[config.mk]
export PLATFORM = sky130hd
export DESIGN_NAME = gpio_top
export DESIGN_NICKNAME = d
export VERILOG_FILES = /design/src/logic/gpio_pkg.sv /design/src/logic/gpio_reg_decode.sv /design/src/logic/gpio_pin_sampler.sv /design/src/logic/gpio_port.sv /design/src/logic/gpio_top.sv
export VERILOG_INCLUDE_DIRS = /design/src /design/src/logic
export SDC_FILE = /design/constraint.sdc
export NUM_CORES = 1
export LEC_CHECK = 0
export BUFFER_PORTS_ARGS = -buffer_cell sky130_fd_sc_hd__buf_2
export CAP_MARGIN = 10
export CORE_ASPECT_RATIO = 1.5
export CORE_MARGIN = 5
export CORE_UTILIZATION = 59
export DETAILED_ROUTE_END_ITERATION = 8
export GPL_TIMING_DRIVEN = 0
export PLACE_DENSITY = 0.84
export SYNTH_ARGS = -nofsm -noshare
export SYNTH_HDL_FRONTEND = slang
export SYNTH_SLANG_ARGS = --single-unit
[constraint.sdc]
create_clock -name mclk -period 8 [get_ports mclk]
set_input_delay 0.4 -clock mclk [delete_from_list [all_inputs] [get_ports mclk]]
set_output_delay 0.4 -clock mclk [all_outputs]
set_load 0.01 [all_outputs]
[src/logic/gpio_settings.svh]
`ifndef GPIO_SETTINGS_SVH
`define GPIO_SETTINGS_SVH

// Port and bus geometry
`define GPIO_WIDTH       8    // Pins per port
`define GPIO_BUS_WIDTH   16   // Peripheral data bus
`define GPIO_ADDR_WIDTH  14   // Word address
`define GPIO_DEC_WIDTH   5    // Word-address bits decoded locally

// Word map, base address is zero
`define GPIO_PORT_WORDS  4    // Words per port
`define GPIO_P1_WORD     'h10 // Byte offset 0x20
`define GPIO_P2_WORD     'h14 // Byte offset 0x28

// Word offsets inside one port
`define GPIO_WORD_IN_OUT   0  // IN low, OUT high
`define GPIO_WORD_DIR_IFG  1  // DIR low, IFG high
`define GPIO_WORD_IES_IE   2  // IES low, IE high
`define GPIO_WORD_SEL      3  // SEL low, high lane unused

`endif

[src/logic/gpio_pkg.sv]
`default_nettype none

`include "gpio_settings.svh"

package gpio_pkg;

  // One port's view of a bus access
  typedef struct packed {
    logic [`GPIO_PORT_WORDS-1:0] word_sel; // One-hot word of the port
    logic                        wr_lo;    // Even byte write
    logic                        wr_hi;    // Odd byte write
    logic                        rd;
    logic [`GPIO_BUS_WIDTH-1:0]  wdata;
  } gpio_access_t;

  // Pad controls
  typedef struct packed {
    logic [`GPIO_WIDTH-1:0] dout;
    logic [`GPIO_WIDTH-1:0] dout_en;  // DIR, high drives the pad
    logic [`GPIO_WIDTH-1:0] sel;      // Peripheral function select
  } gpio_pad_t;

  // Synchronised pins and their one-cycle edge strobes
  typedef struct packed {
    logic [`GPIO_WIDTH-1:0] level;
    logic [`GPIO_WIDTH-1:0] rise;
    logic [`GPIO_WIDTH-1:0] fall;
  } gpio_edges_t;

endpackage

`default_nettype wire

[src/logic/gpio_reg_decode.sv]
`timescale 1ns/100ps
`default_nettype none

`include "gpio_settings.svh"

module gpio_reg_decode import gpio_pkg::*; (
  input  wire logic [`GPIO_ADDR_WIDTH-1:0] per_addr,
  input  wire logic [`GPIO_BUS_WIDTH-1:0]  per_din,
  input  wire logic                        per_en,
  input  wire logic [1:0]                  per_we,
  output gpio_access_t                     p1_acc,
  output gpio_access_t                     p2_acc
);

  localparam int WSEL_BITS = $clog2(`GPIO_PORT_WORDS);
  localparam logic [`GPIO_DEC_WIDTH-1:0] P1_WORD = `GPIO_P1_WORD;
  localparam logic [`GPIO_DEC_WIDTH-1:0] P2_WORD = `GPIO_P2_WORD;

  logic                        reg_sel;
  logic [`GPIO_DEC_WIDTH-1:0]  reg_word;
  logic [`GPIO_PORT_WORDS-1:0] word_onehot;
  logic                        p1_hit;
  logic                        p2_hit;
  gpio_access_t                acc_any;

  // Strobes kept only for the port that was hit
  function automatic gpio_access_t gate_access(input gpio_access_t acc, input logic hit);
    gpio_access_t res;
    res          = acc;
    res.word_sel = acc.word_sel & {`GPIO_PORT_WORDS{hit}};
    res.wr_lo    = acc.wr_lo & hit;
    res.wr_hi    = acc.wr_hi & hit;
    res.rd       = acc.rd & hit;
    return res;
  endfunction

  ////////////////////////////////////////////////////////////////////////////
  // Address match
  ////////////////////////////////////////////////////////////////////////////

  assign reg_sel  = per_en & (per_addr[`GPIO_ADDR_WIDTH-1:`GPIO_DEC_WIDTH] == '0);
  assign reg_word = per_addr[`GPIO_DEC_WIDTH-1:0];

  assign word_onehot = {{(`GPIO_PORT_WORDS-1){1'b0}}, 1'b1} << reg_word[WSEL_BITS-1:0];

  assign p1_hit = reg_sel &
                  (reg_word[`GPIO_DEC_WIDTH-1:WSEL_BITS] == P1_WORD[`GPIO_DEC_WIDTH-1:WSEL_BITS]);
  assign p2_hit = reg_sel &
                  (reg_word[`GPIO_DEC_WIDTH-1:WSEL_BITS] == P2_WORD[`GPIO_DEC_WIDTH-1:WSEL_BITS]);

  always_comb begin
    acc_any.word_sel = word_onehot;
    acc_any.wr_lo    = per_we[0];
    acc_any.wr_hi    = per_we[1];
    acc_any.rd       = ~|per_we;  // No lane strobe means read
    acc_any.wdata    = per_din;
  end

  assign p1_acc = gate_access(acc_any, p1_hit);
  assign p2_acc = gate_access(acc_any, p2_hit);

endmodule

`default_nettype wire

[src/logic/gpio_pin_sampler.sv]
`timescale 1ns/100ps
`default_nettype none

`include "gpio_settings.svh"

module gpio_pin_sampler import gpio_pkg::*; (
  input  wire logic                   mclk,
  input  wire logic                   puc_rst,
  input  wire logic [`GPIO_WIDTH-1:0] din,
  output gpio_edges_t                 pins
);

  logic [`GPIO_WIDTH-1:0] sync_meta;  // First stage, may go metastable
  logic [`GPIO_WIDTH-1:0] sync_level;
  logic [`GPIO_WIDTH-1:0] level_dly;

  ////////////////////////////////////////////////////////////////////////////
  // Two-flop synchroniser plus one delay stage
  ////////////////////////////////////////////////////////////////////////////

  always_ff @(posedge mclk or posedge puc_rst) begin
    if (puc_rst) begin
      sync_meta  <= '0;
      sync_level <= '0;
      level_dly  <= '0;
    end else begin
      sync_meta  <= din;
      sync_level <= sync_meta;
      level_dly  <= sync_level;
    end
  end

  // Edges last exactly one cycle
  assign pins.level = sync_level;
  assign pins.rise  = sync_level & ~level_dly;
  assign pins.fall  = ~sync_level & level_dly;

endmodule

`default_nettype wire

[src/logic/gpio_port.sv]
`timescale 1ns/100ps
`default_nettype none

`include "gpio_settings.svh"

module gpio_port import gpio_pkg::*; (
  input  wire logic                       mclk,
  input  wire logic                       puc_rst,
  input  gpio_access_t                    acc,
  input  gpio_edges_t                     pins,
  output gpio_pad_t                       pad,
  output logic                            irq,
  output logic [`GPIO_BUS_WIDTH-1:0]      rdata
);

  localparam int W = `GPIO_WIDTH;

  logic [W-1:0] out;
  logic [W-1:0] dir;
  logic [W-1:0] ifg;
  logic [W-1:0] ies;
  logic [W-1:0] ie;
  logic [W-1:0] sel;

  logic         out_wr;
  logic         dir_wr;
  logic         ifg_wr;
  logic         ies_wr;
  logic         ie_wr;
  logic         sel_wr;
  logic [W-1:0] wdata_lo;
  logic [W-1:0] wdata_hi;
  logic [W-1:0] ifg_set;
  logic [W-1:0] rd_lo;
  logic [W-1:0] rd_hi;

  ////////////////////////////////////////////////////////////////////////////
  // Write strobes, one word and one lane per register
  ////////////////////////////////////////////////////////////////////////////

  assign wdata_lo = acc.wdata[W-1:0];
  assign wdata_hi = acc.wdata[2*W-1:W];

  assign out_wr = acc.word_sel[`GPIO_WORD_IN_OUT]  & acc.wr_hi;
  assign dir_wr = acc.word_sel[`GPIO_WORD_DIR_IFG] & acc.wr_lo;
  assign ifg_wr = acc.word_sel[`GPIO_WORD_DIR_IFG] & acc.wr_hi;
  assign ies_wr = acc.word_sel[`GPIO_WORD_IES_IE]  & acc.wr_lo;
  assign ie_wr  = acc.word_sel[`GPIO_WORD_IES_IE]  & acc.wr_hi;
  assign sel_wr = acc.word_sel[`GPIO_WORD_SEL]     & acc.wr_lo;

  // Configuration registers
  always_ff @(posedge mclk or posedge puc_rst) begin
    if (puc_rst) begin
      out <= '0;
      dir <= '0;
      ies <= '0;
      ie  <= '0;
      sel <= '0;
    end else begin
      if (out_wr) out <= wdata_hi;
      if (dir_wr) dir <= wdata_lo;
      if (ies_wr) ies <= wdata_lo;
      if (ie_wr)  ie  <= wdata_hi;
      if (sel_wr) sel <= wdata_lo;
    end
  end

  ////////////////////////////////////////////////////////////////////////////
  // Interrupt flags
  ////////////////////////////////////////////////////////////////////////////

  // IES picks the edge per pin
  assign ifg_set = (ies & pins.fall) | (~ies & pins.rise);

  // A hardware set beats a clearing write in the same cycle
  always_ff @(posedge mclk or posedge puc_rst) begin
    if (puc_rst) begin
      ifg <= '0;
    end else if (ifg_wr) begin
      ifg <= wdata_hi | ifg_set;
    end else begin
      ifg <= ifg | ifg_set;
    end
  end

  assign irq = |(ifg & ie);

  assign pad.dout    = out;
  assign pad.dout_en = dir;
  assign pad.sel     = sel;

  ////////////////////////////////////////////////////////////////////////////
  // Read-back
  ////////////////////////////////////////////////////////////////////////////

  assign rd_lo = ({W{acc.word_sel[`GPIO_WORD_IN_OUT]}}  & pins.level) |
                 ({W{acc.word_sel[`GPIO_WORD_DIR_IFG]}} & dir)        |
                 ({W{acc.word_sel[`GPIO_WORD_IES_IE]}}  & ies)        |
                 ({W{acc.word_sel[`GPIO_WORD_SEL]}}     & sel);

  // Word 3 high lane stays zero
  assign rd_hi = ({W{acc.word_sel[`GPIO_WORD_IN_OUT]}}  & out) |
                 ({W{acc.word_sel[`GPIO_WORD_DIR_IFG]}} & ifg) |
                 ({W{acc.word_sel[`GPIO_WORD_IES_IE]}}  & ie);

  assign rdata = acc.rd ? {rd_hi, rd_lo} : '0;

endmodule

`default_nettype wire

[src/logic/gpio_top.sv]
`timescale 1ns/100ps
`default_nettype none

`include "gpio_settings.svh"

module gpio_top import gpio_pkg::*; (
  input  wire logic                        mclk,
  input  wire logic                        puc_rst,
  input  wire logic [`GPIO_ADDR_WIDTH-1:0] per_addr,
  input  wire logic [`GPIO_BUS_WIDTH-1:0]  per_din,
  input  wire logic                        per_en,
  input  wire logic [1:0]                  per_we,
  input  wire logic [`GPIO_WIDTH-1:0]      p1_din,
  input  wire logic [`GPIO_WIDTH-1:0]      p2_din,
  output gpio_pad_t                        p1_pad,
  output gpio_pad_t                        p2_pad,
  output logic                             irq_port1,
  output logic                             irq_port2,
  output logic [`GPIO_BUS_WIDTH-1:0]       per_dout
);

  gpio_access_t                p1_acc;
  gpio_access_t                p2_acc;
  gpio_edges_t                 p1_pins;
  gpio_edges_t                 p2_pins;
  logic [`GPIO_BUS_WIDTH-1:0]  p1_rdata;
  logic [`GPIO_BUS_WIDTH-1:0]  p2_rdata;

  gpio_reg_decode u_decode (
    .per_addr (per_addr),
    .per_din  (per_din),
    .per_en   (per_en),
    .per_we   (per_we),
    .p1_acc   (p1_acc),
    .p2_acc   (p2_acc)
  );

  ////////////////////////////////////////////////////////////////////////////
  // Port 1
  ////////////////////////////////////////////////////////////////////////////

  gpio_pin_sampler u_p1_sampler (.mclk(mclk), .puc_rst(puc_rst), .din(p1_din), .pins(p1_pins));

  gpio_port u_port1 (
    .mclk    (mclk),
    .puc_rst (puc_rst),
    .acc     (p1_acc),
    .pins    (p1_pins),
    .pad     (p1_pad),
    .irq     (irq_port1),
    .rdata   (p1_rdata)
  );

  ////////////////////////////////////////////////////////////////////////////
  // Port 2
  ////////////////////////////////////////////////////////////////////////////

  gpio_pin_sampler u_p2_sampler (.mclk(mclk), .puc_rst(puc_rst), .din(p2_din), .pins(p2_pins));

  gpio_port u_port2 (
    .mclk    (mclk),
    .puc_rst (puc_rst),
    .acc     (p2_acc),
    .pins    (p2_pins),
    .pad     (p2_pad),
    .irq     (irq_port2),
    .rdata   (p2_rdata)
  );

  // Unselected ports return zero, so a plain OR is enough
  assign per_dout = p1_rdata | p2_rdata;

endmodule

`default_nettype wire

Word-level counts from Yosys, hierarchy flattened
Cells that the tools add are included.
{"block": "totals", "regBits": 144, "output_inout_bits": 66}
{"block": "op_classes", "eq_ne": 2, "shifts": 1, "muxes": 4, "n_bitwise": 70, "n_reduce_logical": 5}
{"op": "$and A8 B8 Y8", "n": 24}
{"op": "$or A8 B8 Y8", "n": 16}
{"op": "$not A8 Y8", "n": 6}
{"op": "$mux W16", "n": 2}
{"op": "$and A1 B1 Y1", "n": 21}
{"op": "$mux W8", "n": 2}
{"op": "$or A16 B16 Y16", "n": 1}
{"op": "$reduce_or A8 Y1", "n": 2}
{"op": "$logic_not A9 Y1", "n": 1}
{"op": "$and A4 B4 Y4", "n": 2}
{"op": "$eq A3 B3 Y1 const B", "n": 2}
{"op": "$shl A1 B2 Y4 const A", "n": 1}
{"op": "$reduce_or A2 Y1", "n": 1}
{"op": "$logic_not A1 Y1", "n": 1}

Depth between registers and ports, before layout
Gate-level depths: netlist of run 1.
{"block": "depth", "depth_word": 10, "mapped_depth": 7, "mapped_depth_nobuf": 4}

By module
Synthesis of run 1 repeated with hierarchy kept, for this count alone.
{"block": "unflattened", "hier_cells": 526, "hier_area_um2": 6857.8}
{"module": "gpio_port", "n_inst": 2, "cells_each": 182, "area_each_um2": 2386.0}
{"module": "gpio_pin_sampler", "n_inst": 2, "cells_each": 41, "area_each_um2": 744.5}
{"module": "gpio_reg_decode", "n_inst": 1, "cells_each": 64, "area_each_um2": 496.7}
{"module": "gpio_top", "n_inst": 1, "cells_each": 16, "area_each_um2": 100.1}

Worst setup path after synthesis of run 1
No wires, ideal clock.
{"block": "synth_path", "path_kind": "input port to output port", "from": "in per_we[1]", "to": "out per_dout[6]", "t_arrival_ns": 1.891, "required_time_ns": 7.600, "slack_ns": 5.709, "path_stages": 7, "cell_sequence": "buf_2 -> nor4_1 -> nand4_1 -> or2_2 -> clkbuf_2 -> buf_6 -> o21ai_0"}
{"block": "synth_via", "elab_chain_len": 5}
{"item": "start, declared", "line": "gpio_top.sv:12", "rtl": "input wire logic [1:0] per_we,"}
{"item": "$reduce_or A2 Y1 *", "line": "gpio_reg_decode.sv:55", "rtl": "acc_any.rd = ~|per_we;"}
{"item": "$logic_not A1 Y1 *", "line": "gpio_reg_decode.sv:55"}
{"item": "$and A1 B1 Y1", "line": "gpio_reg_decode.sv:33", "rtl": "res.rd = acc.rd & hit;"}
{"item": "$mux W16", "line": "gpio_port.sv:106", "rtl": "assign rdata = acc.rd ? {rd_hi, rd_lo} : '0;"}
{"item": "$or A16 B16 Y16 *", "line": "gpio_top.sv:71", "rtl": "assign per_dout = p1_rdata | p2_rdata;"}
{"item": "end, declared", "line": "gpio_top.sv:19", "rtl": "output logic [`GPIO_BUS_WIDTH-1:0] per_dout"}
Every way passes the cells marked *; elsewhere a longest branch is shown, timed or not.

Worst setup path after layout of run 1
{"block": "layout_path", "from": "in per_addr[0]", "to": "out per_dout[2]"}
{"block": "layout_via", "elab_chain_len": 8}
{"item": "start, declared", "line": "gpio_top.sv:9", "rtl": "input wire logic [`GPIO_ADDR_WIDTH-1:0] per_addr,"}
{"item": "$shl A1 B2 Y4 *", "line": "gpio_reg_decode.sv:44", "rtl": "assign word_onehot = {{(`GPIO_PORT_WORDS-1){1'b0}}, 1'b1} << reg_word[WSEL_BITS-1:0];"}
{"item": "$and A4 B4 Y4", "line": "gpio_reg_decode.sv:30", "rtl": "res.word_sel = acc.word_sel & {`GPIO_PORT_WORDS{hit}};"}
{"item": "$and A8 B8 Y8, on equally long branches", "line": "gpio_port.sv:96, gpio_port.sv:97"}
{"item": "$or A8 B8 Y8 (3 in a row)", "line": "gpio_port.sv:96", "rtl": "assign rd_lo = ({W{acc.word_sel[`GPIO_WORD_IN_OUT]}} & pins.level) |"}
{"item": "$mux W16", "line": "gpio_port.sv:106"}
{"item": "$or A16 B16 Y16 *", "line": "gpio_top.sv:71"}
Marks and branches as above.

==> summary.md, run 1 <==
| Metric | Value |
|---|---|
| Startpoint Class | `input pin` |
| FFs w/ async S/R, synth | `1.00` |
| Die Area | `12600 µm²` |
| Hold WC Path Type | `in -> async` |
| Antenna Cells | `0` |
| Core Area | `10200 µm²` |
| Worst-path maximum fanout | `10` |
| Die width | `93.3 µm` |
| Max Freq | `0.308 GHz` |
| CTS clk-pin slew, worst paths | `60 ps` |
| Post-Route WL | `16.4 mm` |
| Power consumption | `0.00163 W` |
| EDFF count, synth | `0` |
| Io pins | `117` |
| Worst slew margin | `0.346` |
| Fin Setup TNS | `0 ps` |
| Die Ht | `135 µm` |
| Total CTS buffers | `17` |
| Fill cell count | `653` |
| Status | `finished with violations` |
| Gr ovfl total | `0` |
| Slew Viols, Final | `0` |
| Initial Util | `0.603` |
| Synth Warn # | `0` |
| Drt initial violations | `487` |
| CTS Buffer Depth | `2` |
| Data arrival, critical path | `2840 ps` |
| Tot GR Track Use | `0.273` |
| Maximum vdd ir drop | `0.202 mV` |
| Pleak | `3.80 nW` |
| Critical Path End Type | `output port` |
| Final setup fails | `0` |
| Seq cells post-synth | `144` |
| RD Place Congestion | `0.965` |
| Synthesized Nets | `525` |
| Met1 Usage GRT | `0.315` |
| Kind of critical path | `in -> out` |
| Post-synthesis sequential area ratio | `0.586` |
| Fin Clk Skew | `6.31 ps` |
| Failing checks | `negative hold slack` |
| DR vias/cell | `6.18` |
| Synth Cell Area | `6150 µm²` |
| Synth top area cells | `dfrtp_1 (59%), mux2_2 (15%), mux2i_1 (6.5%), a222oi_1 (2.6%), nor2_1 (2.5%)` |
| Skew-Pair Late Insertion Delay | `420 ps` |
| DR WL/cell | `21.5 µm` |
| Final hold slack | `-3.99 ps` |
| Synth top area share | `0.586` |
| Final worst-path cycle share | `0.406` |
| Tightest Pin Transition | `978 ps` |
| CTS tree | `done` |
| CTS Sinks | `144` |
| Gr busiest metal | `met2` |
| Most used DFF post-synth | `dfrtp_1` |
| Setup Fix Bufs, Post-CTS | `0` |
| Via count | `4708` |
| Final net count | `659` |
| RSZ-0062 raised after global routing | `false` |
| First-pass iteration count of the detailed router | `5` |
| Hpwl dp | `11.1 mm` |
| Met3 Use GR | `0.0736` |
| CP Data Required Time | `7600 ps` |
| Vias in the first global route | `4864` |
| Fin crit period | `3240 ps` |
| Yosys cell types | `36` |
| Hold-fix buffers, CTS | `0` |
| Final Hold Viols | `7` |
| Syn Inst Count | `474` |
| Mean Syn Cell Area | `13.0 µm²` |
| Grt met2 use | `0.460` |
| Share of cells above drive strength 1 | `0.406` |
| Global-route wire length before repair | `26.0 mm` |
| IO buf count | `114` |
| Leading area contributor after synthesis | `dfrtp_1` |
| Post-route antenna net violation count | `0` |
| H-tree levels | `4` |
| Largest net degree at the start of global routing | `102` |
| Post-cts resize count | `0` |
| CTS root buf | `clkbuf_16` |
| Row cnt | `45` |
| DRC Markers | `0` |
| Synth-to-layout area growth | `22.7%` |
| Max-cap violations | `0` |
| Initial antenna violation count | `0` |
| Pwr per Cell Area | `216 nW/µm²` |
[area by class of cell]
| class | count | area (µm²) | area share |
|---|---|---|---|
| clock buffers | 19 | 453 | 0.0601 |
| well taps | 141 | 176 | 0.0234 |
| inverters | 1 | 8.76 | 0.00116 |
| clock inverters | 13 | 160 | 0.0212 |
| multi-input cells | 309 | 2440 | 0.323 |
| repair buffers | 115 | 598 | 0.0793 |
| flip-flops and latches | 144 | 3600 | 0.478 |
| plain buffers | 20 | 100 | 0.0133 |
[synthesized netlist by cell type (all sizes together) (2+ instances only)]
cell type  number
a21oi          23
a222oi         16
a22oi           8
buf            10
clkbuf         10
dfrtp         144
mux2           80
mux2i          40
nand2          30
nand3           6
nand4          12
nor2           45
nor2b           2
nor4            2
nor4b           3
nor4bb          2
o211ai          8
o21ai           8
o22a            8
o22ai           8
[cells by family after synthesis]
family                 after synthesis  synth area share
AND/OR/NAND/NOR                    110            0.0947
multiplexers                       120             0.212
AO/OA/AOI/OAI                       79            0.0904
buffers and inverters               21            0.0169
flip-flops                         144             0.586
[per-stage QoR]
stage	instance area (µm²)	setup slack (ps)	std cells	hold slack [ps]	utilization
final	7540	4760	762	-3.99	0.740
after global routing	7540	4710	762	18.9	0.740
after CTS	7540	4820	762	3.49	0.740
after detailed placement	6930	4920	730	335	0.680
after global placement	6890	2500	729	331	0.676
after floorplan	6150	3730	474	331	-
[power by group]
group	internal [W]	leakage [nW]	switching (W)
clock	0.000507	0.300	0.000299
sequential	0.000741	1.82	0.00000905
combinational	0.0000231	1.69	0.0000469
[layout by cell type (no fill, tap or decap), drive strengths merged, types with 8 or more instances in the layout]
master,Yosys,layout
nor2,45,45
a22oi,8,8
o22ai,8,8
mux2i,40,40
nand2,30,30
clkbuf,10,29
o21ai,8,8
dfrtp,144,144
buf,10,125
a222oi,16,16
o22a,8,8
o211ai,8,8
a21oi,23,23
nand4,12,12
mux2,80,80
[worst max-delay path: stages]
cell and delay, ps:
buf_2 120, clkbuf_1 250, nor2_1 820, clkbuf_1 560, a222oi_1 180, o22a_1 250
o21ai_0 90, buf_2 160
[registers in the layout, indices dropped and copies added, names as in the netlist]
register                 cells
u_port2.ifg                  8
u_p1_sampler.sync_meta       8
u_port1.dir                  8
u_p2_sampler.sync_meta       8
u_port1.sel                  8
u_port2.sel                  8
u_port2.dir                  8
u_p1_sampler.level_dly       8
u_p1_sampler.sync_level      8
u_port1.out                  8
u_p2_sampler.level_dly       8
u_port1.ie                   8
u_port1.ifg                  8
u_port2.ie                   8
u_port2.out                  8
u_port1.ies                  8
u_port2.ies                  8
u_p2_sampler.sync_level      8
[layer usage]
| metal | wire, µm | vias to the layer above | share of wire |
|---|---|---|---|
| met5 | 0 | - | 0 |
| met4 | 648 | 0 | 0.040 |
| met3 | 1120 | 52 | 0.068 |
| met2 | 8620 | 246 | 0.53 |
| met1 | 5990 | 2370 | 0.37 |
| li1 | - | 2040 | - |
[path summary, 6_finish.rpt]
check                                          start                          to  slack (ps)  cells past startpoint
hold reg to reg            u_p2_sampler.sync_meta[5]  u_p2_sampler.sync_level[5]         350                      0
setup / recovery                         per_addr[0]                 per_dout[2]        4760                      8
hold / removal                               puc_rst   u_p1_sampler.sync_meta[7]          -4                      2
setup reg to reg                      u_port2.ies[7]              u_port2.ifg[7]        6930                      2
min in group mclk                          p1_din[0]   u_p1_sampler.sync_meta[0]          80                      1
max in group asynchronous                    puc_rst  u_p1_sampler.sync_level[0]        7200                      3
(Power assumes the default switching activity.)
==> run 2: changes to the inputs <==
Settings changed: CORE_UTILIZATION 59 to 55, PLACE_DENSITY 0.84 to 0.79.
Clock period 8 ns to 3.2 ns, I/O delays scaled along.
==> run 2 against run 1 <==
- largest cell class unchanged
- clock power up 150%
- clock-buffer cell count up 3
- first-iteration DRC count down 15%
- the flow now finishes without violations
==> summary.md, run 2 (synthesis gave the netlist of run 1 again) <==
| Metric | Value |
|---|---|
| Status | `finished, final reports clean` |
| Tightest Pin Transition | `924 ps` |
| Post-Route WL | `16.9 mm` |
| Leading cell types in the layout, fill and taps excluded | `dfrtp_1 (144), buf_2 (120), mux2_2 (80)` |
| Die width | `96.3 µm` |
| Post-route antenna net violation count | `0` |
| Critical Path End Type | `output port` |
| Fin Setup TNS | `0 ps` |
| Startpoint Class | `input pin` |
| Largest net degree at the start of global routing | `40` |
| IO buf count | `114` |
| Core Area | `11000 µm²` |
| DP Cell Count | `739` |
| Share of cells above drive strength 1 | `0.394` |
| CTS Buffer Depth | `2` |
| Skew-Pair Late Insertion Delay | `410 ps` |
| Synth-to-layout area growth | `26.4%` |
| H-tree levels | `4` |
| Setup Fix Bufs, Post-CTS | `0` |
| Drt initial violations | `412` |
| Vias in the first global route | `4977` |
| Worst-path maximum fanout | `10` |
| Global-route wire length before repair | `26.7 mm` |
| Max Freq | `0.366 GHz` |
| Kind of critical path | `in -> out` |
| Gr ovfl total | `0` |
| CP Data Required Time | `3040 ps` |
| First-pass iteration count of the detailed router | `6` |
| Die Ht | `139 µm` |
| DRC Markers | `0` |
| Final worst-path cycle share | `0.854` |
| Total CTS buffers | `17` |
| Clock power frac | `0.492` |
| Tot GR Track Use | `0.265` |
| Slew Viols, Final | `0` |
| Row cnt | `47` |
| CTS tree | `done` |
| Combinational share of power | `0.049` |
| Final setup fails | `0` |
| Hold-fix buffers, CTS | `17` |
| RSZ-0062 raised after global routing | `false` |
| Data arrival, critical path | `2570 ps` |
| Initial Util | `0.559` |
| Initial antenna violation count | `0` |
| DR vias/cell | `5.98` |
| Reg2Reg Setup Slack | `2160 ps` |
| Post-cts resize count | `0` |
| Via count | `4707` |
| CTS clk-pin slew, worst paths | `60 ps` |
| RD Place Congestion | `0.848` |
| Internal | `0.00322 W` |
| Final net count | `679` |
| Hpwl dp | `12.0 mm` |
| DR WL/cell | `21.5 µm` |
| Seq pwr share | `0.458` |
| CTS Sinks | `144` |
| Most common cell after layout, fill and taps aside | `dfrtp_1` |
| Hold WC Path Type | `in -> reg` |
| Maximum vdd ir drop | `0.500 mV` |
| Sw frac | `0.214` |
| Fin crit period | `2730 ps` |
| Fin Clk Skew | `4.49 ps` |
| Antenna Cells | `0` |
| Final Non-Filler Cells | `787` |
| Die Area | `13400 µm²` |
| Switching Power | `0.000875 W` |
| Max-cap violations | `0` |
| Io pins | `117` |
| Pwr per Cell Area | `527 nW/µm²` |
| Pleak | `3.89 nW` |
| CTS root buf | `clkbuf_16` |
| Worst slew margin | `0.382` |
| Final Hold Viols | `0` |
## run 2: cell types whose count changed in the layout (fill, tap and decap cells not counted), moves of 2 or more
cell	change
clkinv_2	-2
dlygate4sd3_1	+17
clkinvlp_4	+2
buf_12	+3
clkinv_4	-2
clkbuf_1	+2
inv_6	-2
## run 2: worst max-delay path: stages
cell and delay [ps]:
buf_2 120, clkbuf_1 240, nor2_1 780, clkbuf_1 570
a222oi_1 180, o22a_1 250, o21ai_0 110, buf_2 180
## run 2: path summary, 6_finish.rpt
kind | start | end | cells past startpoint
max | per_addr[0] | per_dout[3] | 8
min | per_din[0] | u_port2.dir[0] | 2
max reg2reg | u_port2.ies[7] | u_port2.ifg[7] | 2
min reg2reg | u_p2_sampler.sync_meta[3] | u_p2_sampler.sync_level[3] | 0
max in group asynchronous | puc_rst | u_port1.ie[2] | 6
min in group asynchronous | puc_rst | u_port1.sel[6] | 3
## run 2: power groups by stage
| stage | Sequential (W) | Combinational [W] | Clock, W |
|---|---|---|---|
| after floorplan | 0.00190 | 0.0000911 | 0 |
| after global placement | 0.00191 | 0.000168 | 0 |
| after detailed placement | 0.00191 | 0.000184 | 0 |
| after CTS | 0.00187 | 0.000203 | 0.00203 |
| after global routing | 0.00188 | 0.000221 | 0.00214 |
| final | 0.00188 | 0.000201 | 0.00201 |
## run 2: per-stage QoR
stage | total power, W | hold slack [ps] | worst slack [ps] | utilization | area [µm²]
6_report | 0.00409 | 64.5 | 467 | 0.706 | 7770
5_1_grt | 0.00424 | 57.0 | 409 | 0.706 | 7770
4_1_cts | 0.00411 | 54.8 | 533 | 0.706 | 7770
3_5_place_dp | 0.00209 | 208 | 625 | 0.636 | 6990
3_3_place_gp | 0.00207 | 268 | 455 | 0.628 | 6900
2_1_floorplan | 0.00199 | 191 | 1230 | - | 6150
## run 2: cell type report
class                      count  area [µm²]
fill                         793        3230
timing repair buffer         135         828
multi-input combinational    309        2440
buffer                        20         100
tap                          147         184
inverter                       1        7.51
sequential                   144        3600
clock inverter                 9         131
clock buffer                  22         474
## run 2: layer usage
layer	vias up	GRT usage	wire length [µm]
li1	2089	-	-
met3	43	0.0616	998
met2	207	0.440	8830
met5	-	0	0
met4	0	0.115	601
met1	2368	0.326	6480
==> run 3: changes to the inputs <==
Settings changed: CORE_UTILIZATION 55 to 57, CTS_BUF_LIST set to sky130_fd_sc_hd__clkbuf_8, PLACE_DENSITY 0.79 to 0.82, TNS_END_PERCENT set to 1.
==> run 3 against run 2 <==
- clock-buffer cell count fell by 4
- cell area fell by 3.1%
- core utilization rose by 0.42 points
- hold slack got worse by 40 ps
- power fell by 15%
- highest routed layer is now met5
==> summary.md, run 3 (synthesis gave the netlist of run 1 again) <==
| Metric | Value |
|---|---|
| Status | `finished, final reports clean` |
| Startpoint Class | `input pin` |
| Final net count | `678` |
| Io pins | `117` |
| Sw frac | `0.227` |
| CTS Buffer Depth | `2` |
| Gr ovfl total | `0` |
| Synth-to-layout area growth | `22.4%` |
| Leading cell types in the layout, fill and taps excluded | `dfrtp_1 (144), buf_2 (120), mux2_2 (80)` |
| WL met1 | `6.37 mm` |
| Post-place instance area | `6960 µm²` |
| Share of cells above drive strength 1 | `0.392` |
| Core Area | `10600 µm²` |
| Row cnt | `46` |
| RD Place Congestion | `0.886` |
| Hpwl dp | `11.9 mm` |
| Clock power frac | `0.408` |
| DRC Markers | `0` |
| Seq pwr share | `0.536` |
| Skew-Pair Late Insertion Delay | `440 ps` |
| Die width | `94.8 µm` |
| DR vias/cell | `5.97` |
| Fin area | `7520 µm²` |
| CTS Sinks | `144` |
| DP Cell Count | `735` |
| H-tree levels | `4` |
| Pwr per Cell Area | `464 nW/µm²` |
| Die Ht | `137 µm` |
| Fin Setup TNS | `0 ps` |
| Internal | `0.00270 W` |
| Post-route worst setup slack | `357 ps` |
| Routed wl met2 | `8.84 mm` |
| Top sig layer | `met5` |
| Tightest Pin Transition | `961 ps` |
| CTS root buf | `clkbuf_8` |
| Fin crit period | `2840 ps` |
| Kind of critical path | `in -> out` |
| IO buf count | `114` |
| Final Hold Viols | `0` |
| CTS clk-pin slew, worst paths | `80 ps` |
| Max Freq | `0.352 GHz` |
| Antenna Cells | `0` |
| Final Non-Filler Cells | `782` |
| Post-cts resize count | `0` |
| RSZ-0062 raised after global routing | `false` |
| Place WS | `480 ps` |
| Slew Viols, Final | `0` |
| Tot GR Track Use | `0.271` |
| Final worst-path cycle share | `0.889` |
| Hold-fix buffers, CTS | `17` |
| First-pass iteration count of the detailed router | `5` |
| Via count | `4666` |
| CTS tree | `done` |
| Critical Path End Type | `output port` |
| Switching Power | `0.000793 W` |
| Post-route antenna net violation count | `0` |
| Maximum vdd ir drop | `0.411 mV` |
| CP Data Required Time | `3040 ps` |
| Most common cell after layout, fill and taps aside | `dfrtp_1` |
| Routed met3 length | `1.09 mm` |
| Max-cap violations | `0` |
| Vias in the first global route | `4734` |
| Initial Util | `0.580` |
| Reg2Reg Setup Slack | `2170 ps` |
| Final setup fails | `0` |
| Fin Clk Skew | `12.1 ps` |
| Data arrival, critical path | `2680 ps` |
| DR WL/cell | `21.3 µm` |
| Total CTS buffers | `17` |
| Pleak | `3.79 nW` |
| Post-Route WL | `16.6 mm` |
| Largest net degree at the start of global routing | `46` |
| Setup Fix Bufs, Post-CTS | `0` |
| Worst slew margin | `0.357` |
| Initial antenna violation count | `2` |
| Die Area | `13000 µm²` |
| Drt initial violations | `421` |
| Power consumption | `0.00349 W` |
| Global-route wire length before repair | `26.2 mm` |
| Combinational share of power | `0.056` |
| Hold WC Path Type | `in -> reg` |
| Worst-path maximum fanout | `10` |
run 3: cell types whose count changed in the layout (fill, tap and decap cells not counted), moves of 2 or more:
cell        delta
clkbuf_1       -2
inv_1          +2
clkbuf_16     -17
clkinvlp_4     -2
clkbuf_8      +15
clkinv_4       +3
run 3: worst paths after layout:
kind | cells past startpoint | to | startpoint
max | 8 | per_dout[3] | per_addr[0]
min | 3 | u_port1.ifg[0] | per_din[8]
max reg2reg | 2 | u_port2.ifg[7] | u_port2.ies[7]
min reg2reg | 0 | u_p2_sampler.sync_level[6] | u_p2_sampler.sync_meta[6]
max in group asynchronous | 6 | u_port1.ies[0] | puc_rst
min in group asynchronous | 3 | u_p1_sampler.sync_level[7] | puc_rst
run 3: area by class of cell:
class / count / area, µm²
Buffer: 20 / 100
Clock buffer: 18 / 248
Clock inverter: 12 / 146
Fill cell: 812 / 3070
Inverter: 1 / 7.51
Multi-Input combinational cell: 309 / 2440
Sequential cell: 144 / 3600
Tap cell: 144 / 180
Timing Repair Buffer: 134 / 801
run 3: per-layer routing:
metal  vias up  global-route usage
met1      2357               0.330
met3        29              0.0530
met5         -                   0
met4         4              0.0859
li1       2085                   -
met2       191               0.481
run 3: worst max-delay path: stages:
cell and delay, ps:
buf_2 120, clkbuf_1 250, nor2_1 810, clkbuf_1 580, a222oi_1 170, o22a_1 250, o21ai_0 130, buf_2 200
run 3: per-stage QoR:
step | hold slack (ps) | util
floorplan | 191 | -
global placement | 267 | 0.652
detailed placement | 269 | 0.657
CTS | 10.3 | 0.711
global route | 15.9 | 0.711
finish | 24.8 | 0.711
run 3: power by group through the flow:
stage | Sequential [W] | Clock (W) | Combinational, W
4_1_cts | 0.00187 | 0.00145 | 0.000196
2_1_floorplan | 0.00190 | 0 | 0.0000911
3_3_place_gp | 0.00190 | 0 | 0.000165
3_5_place_dp | 0.00191 | 0 | 0.000179
6_report | 0.00187 | 0.00143 | 0.000195
5_1_grt | 0.00187 | 0.00153 | 0.000214
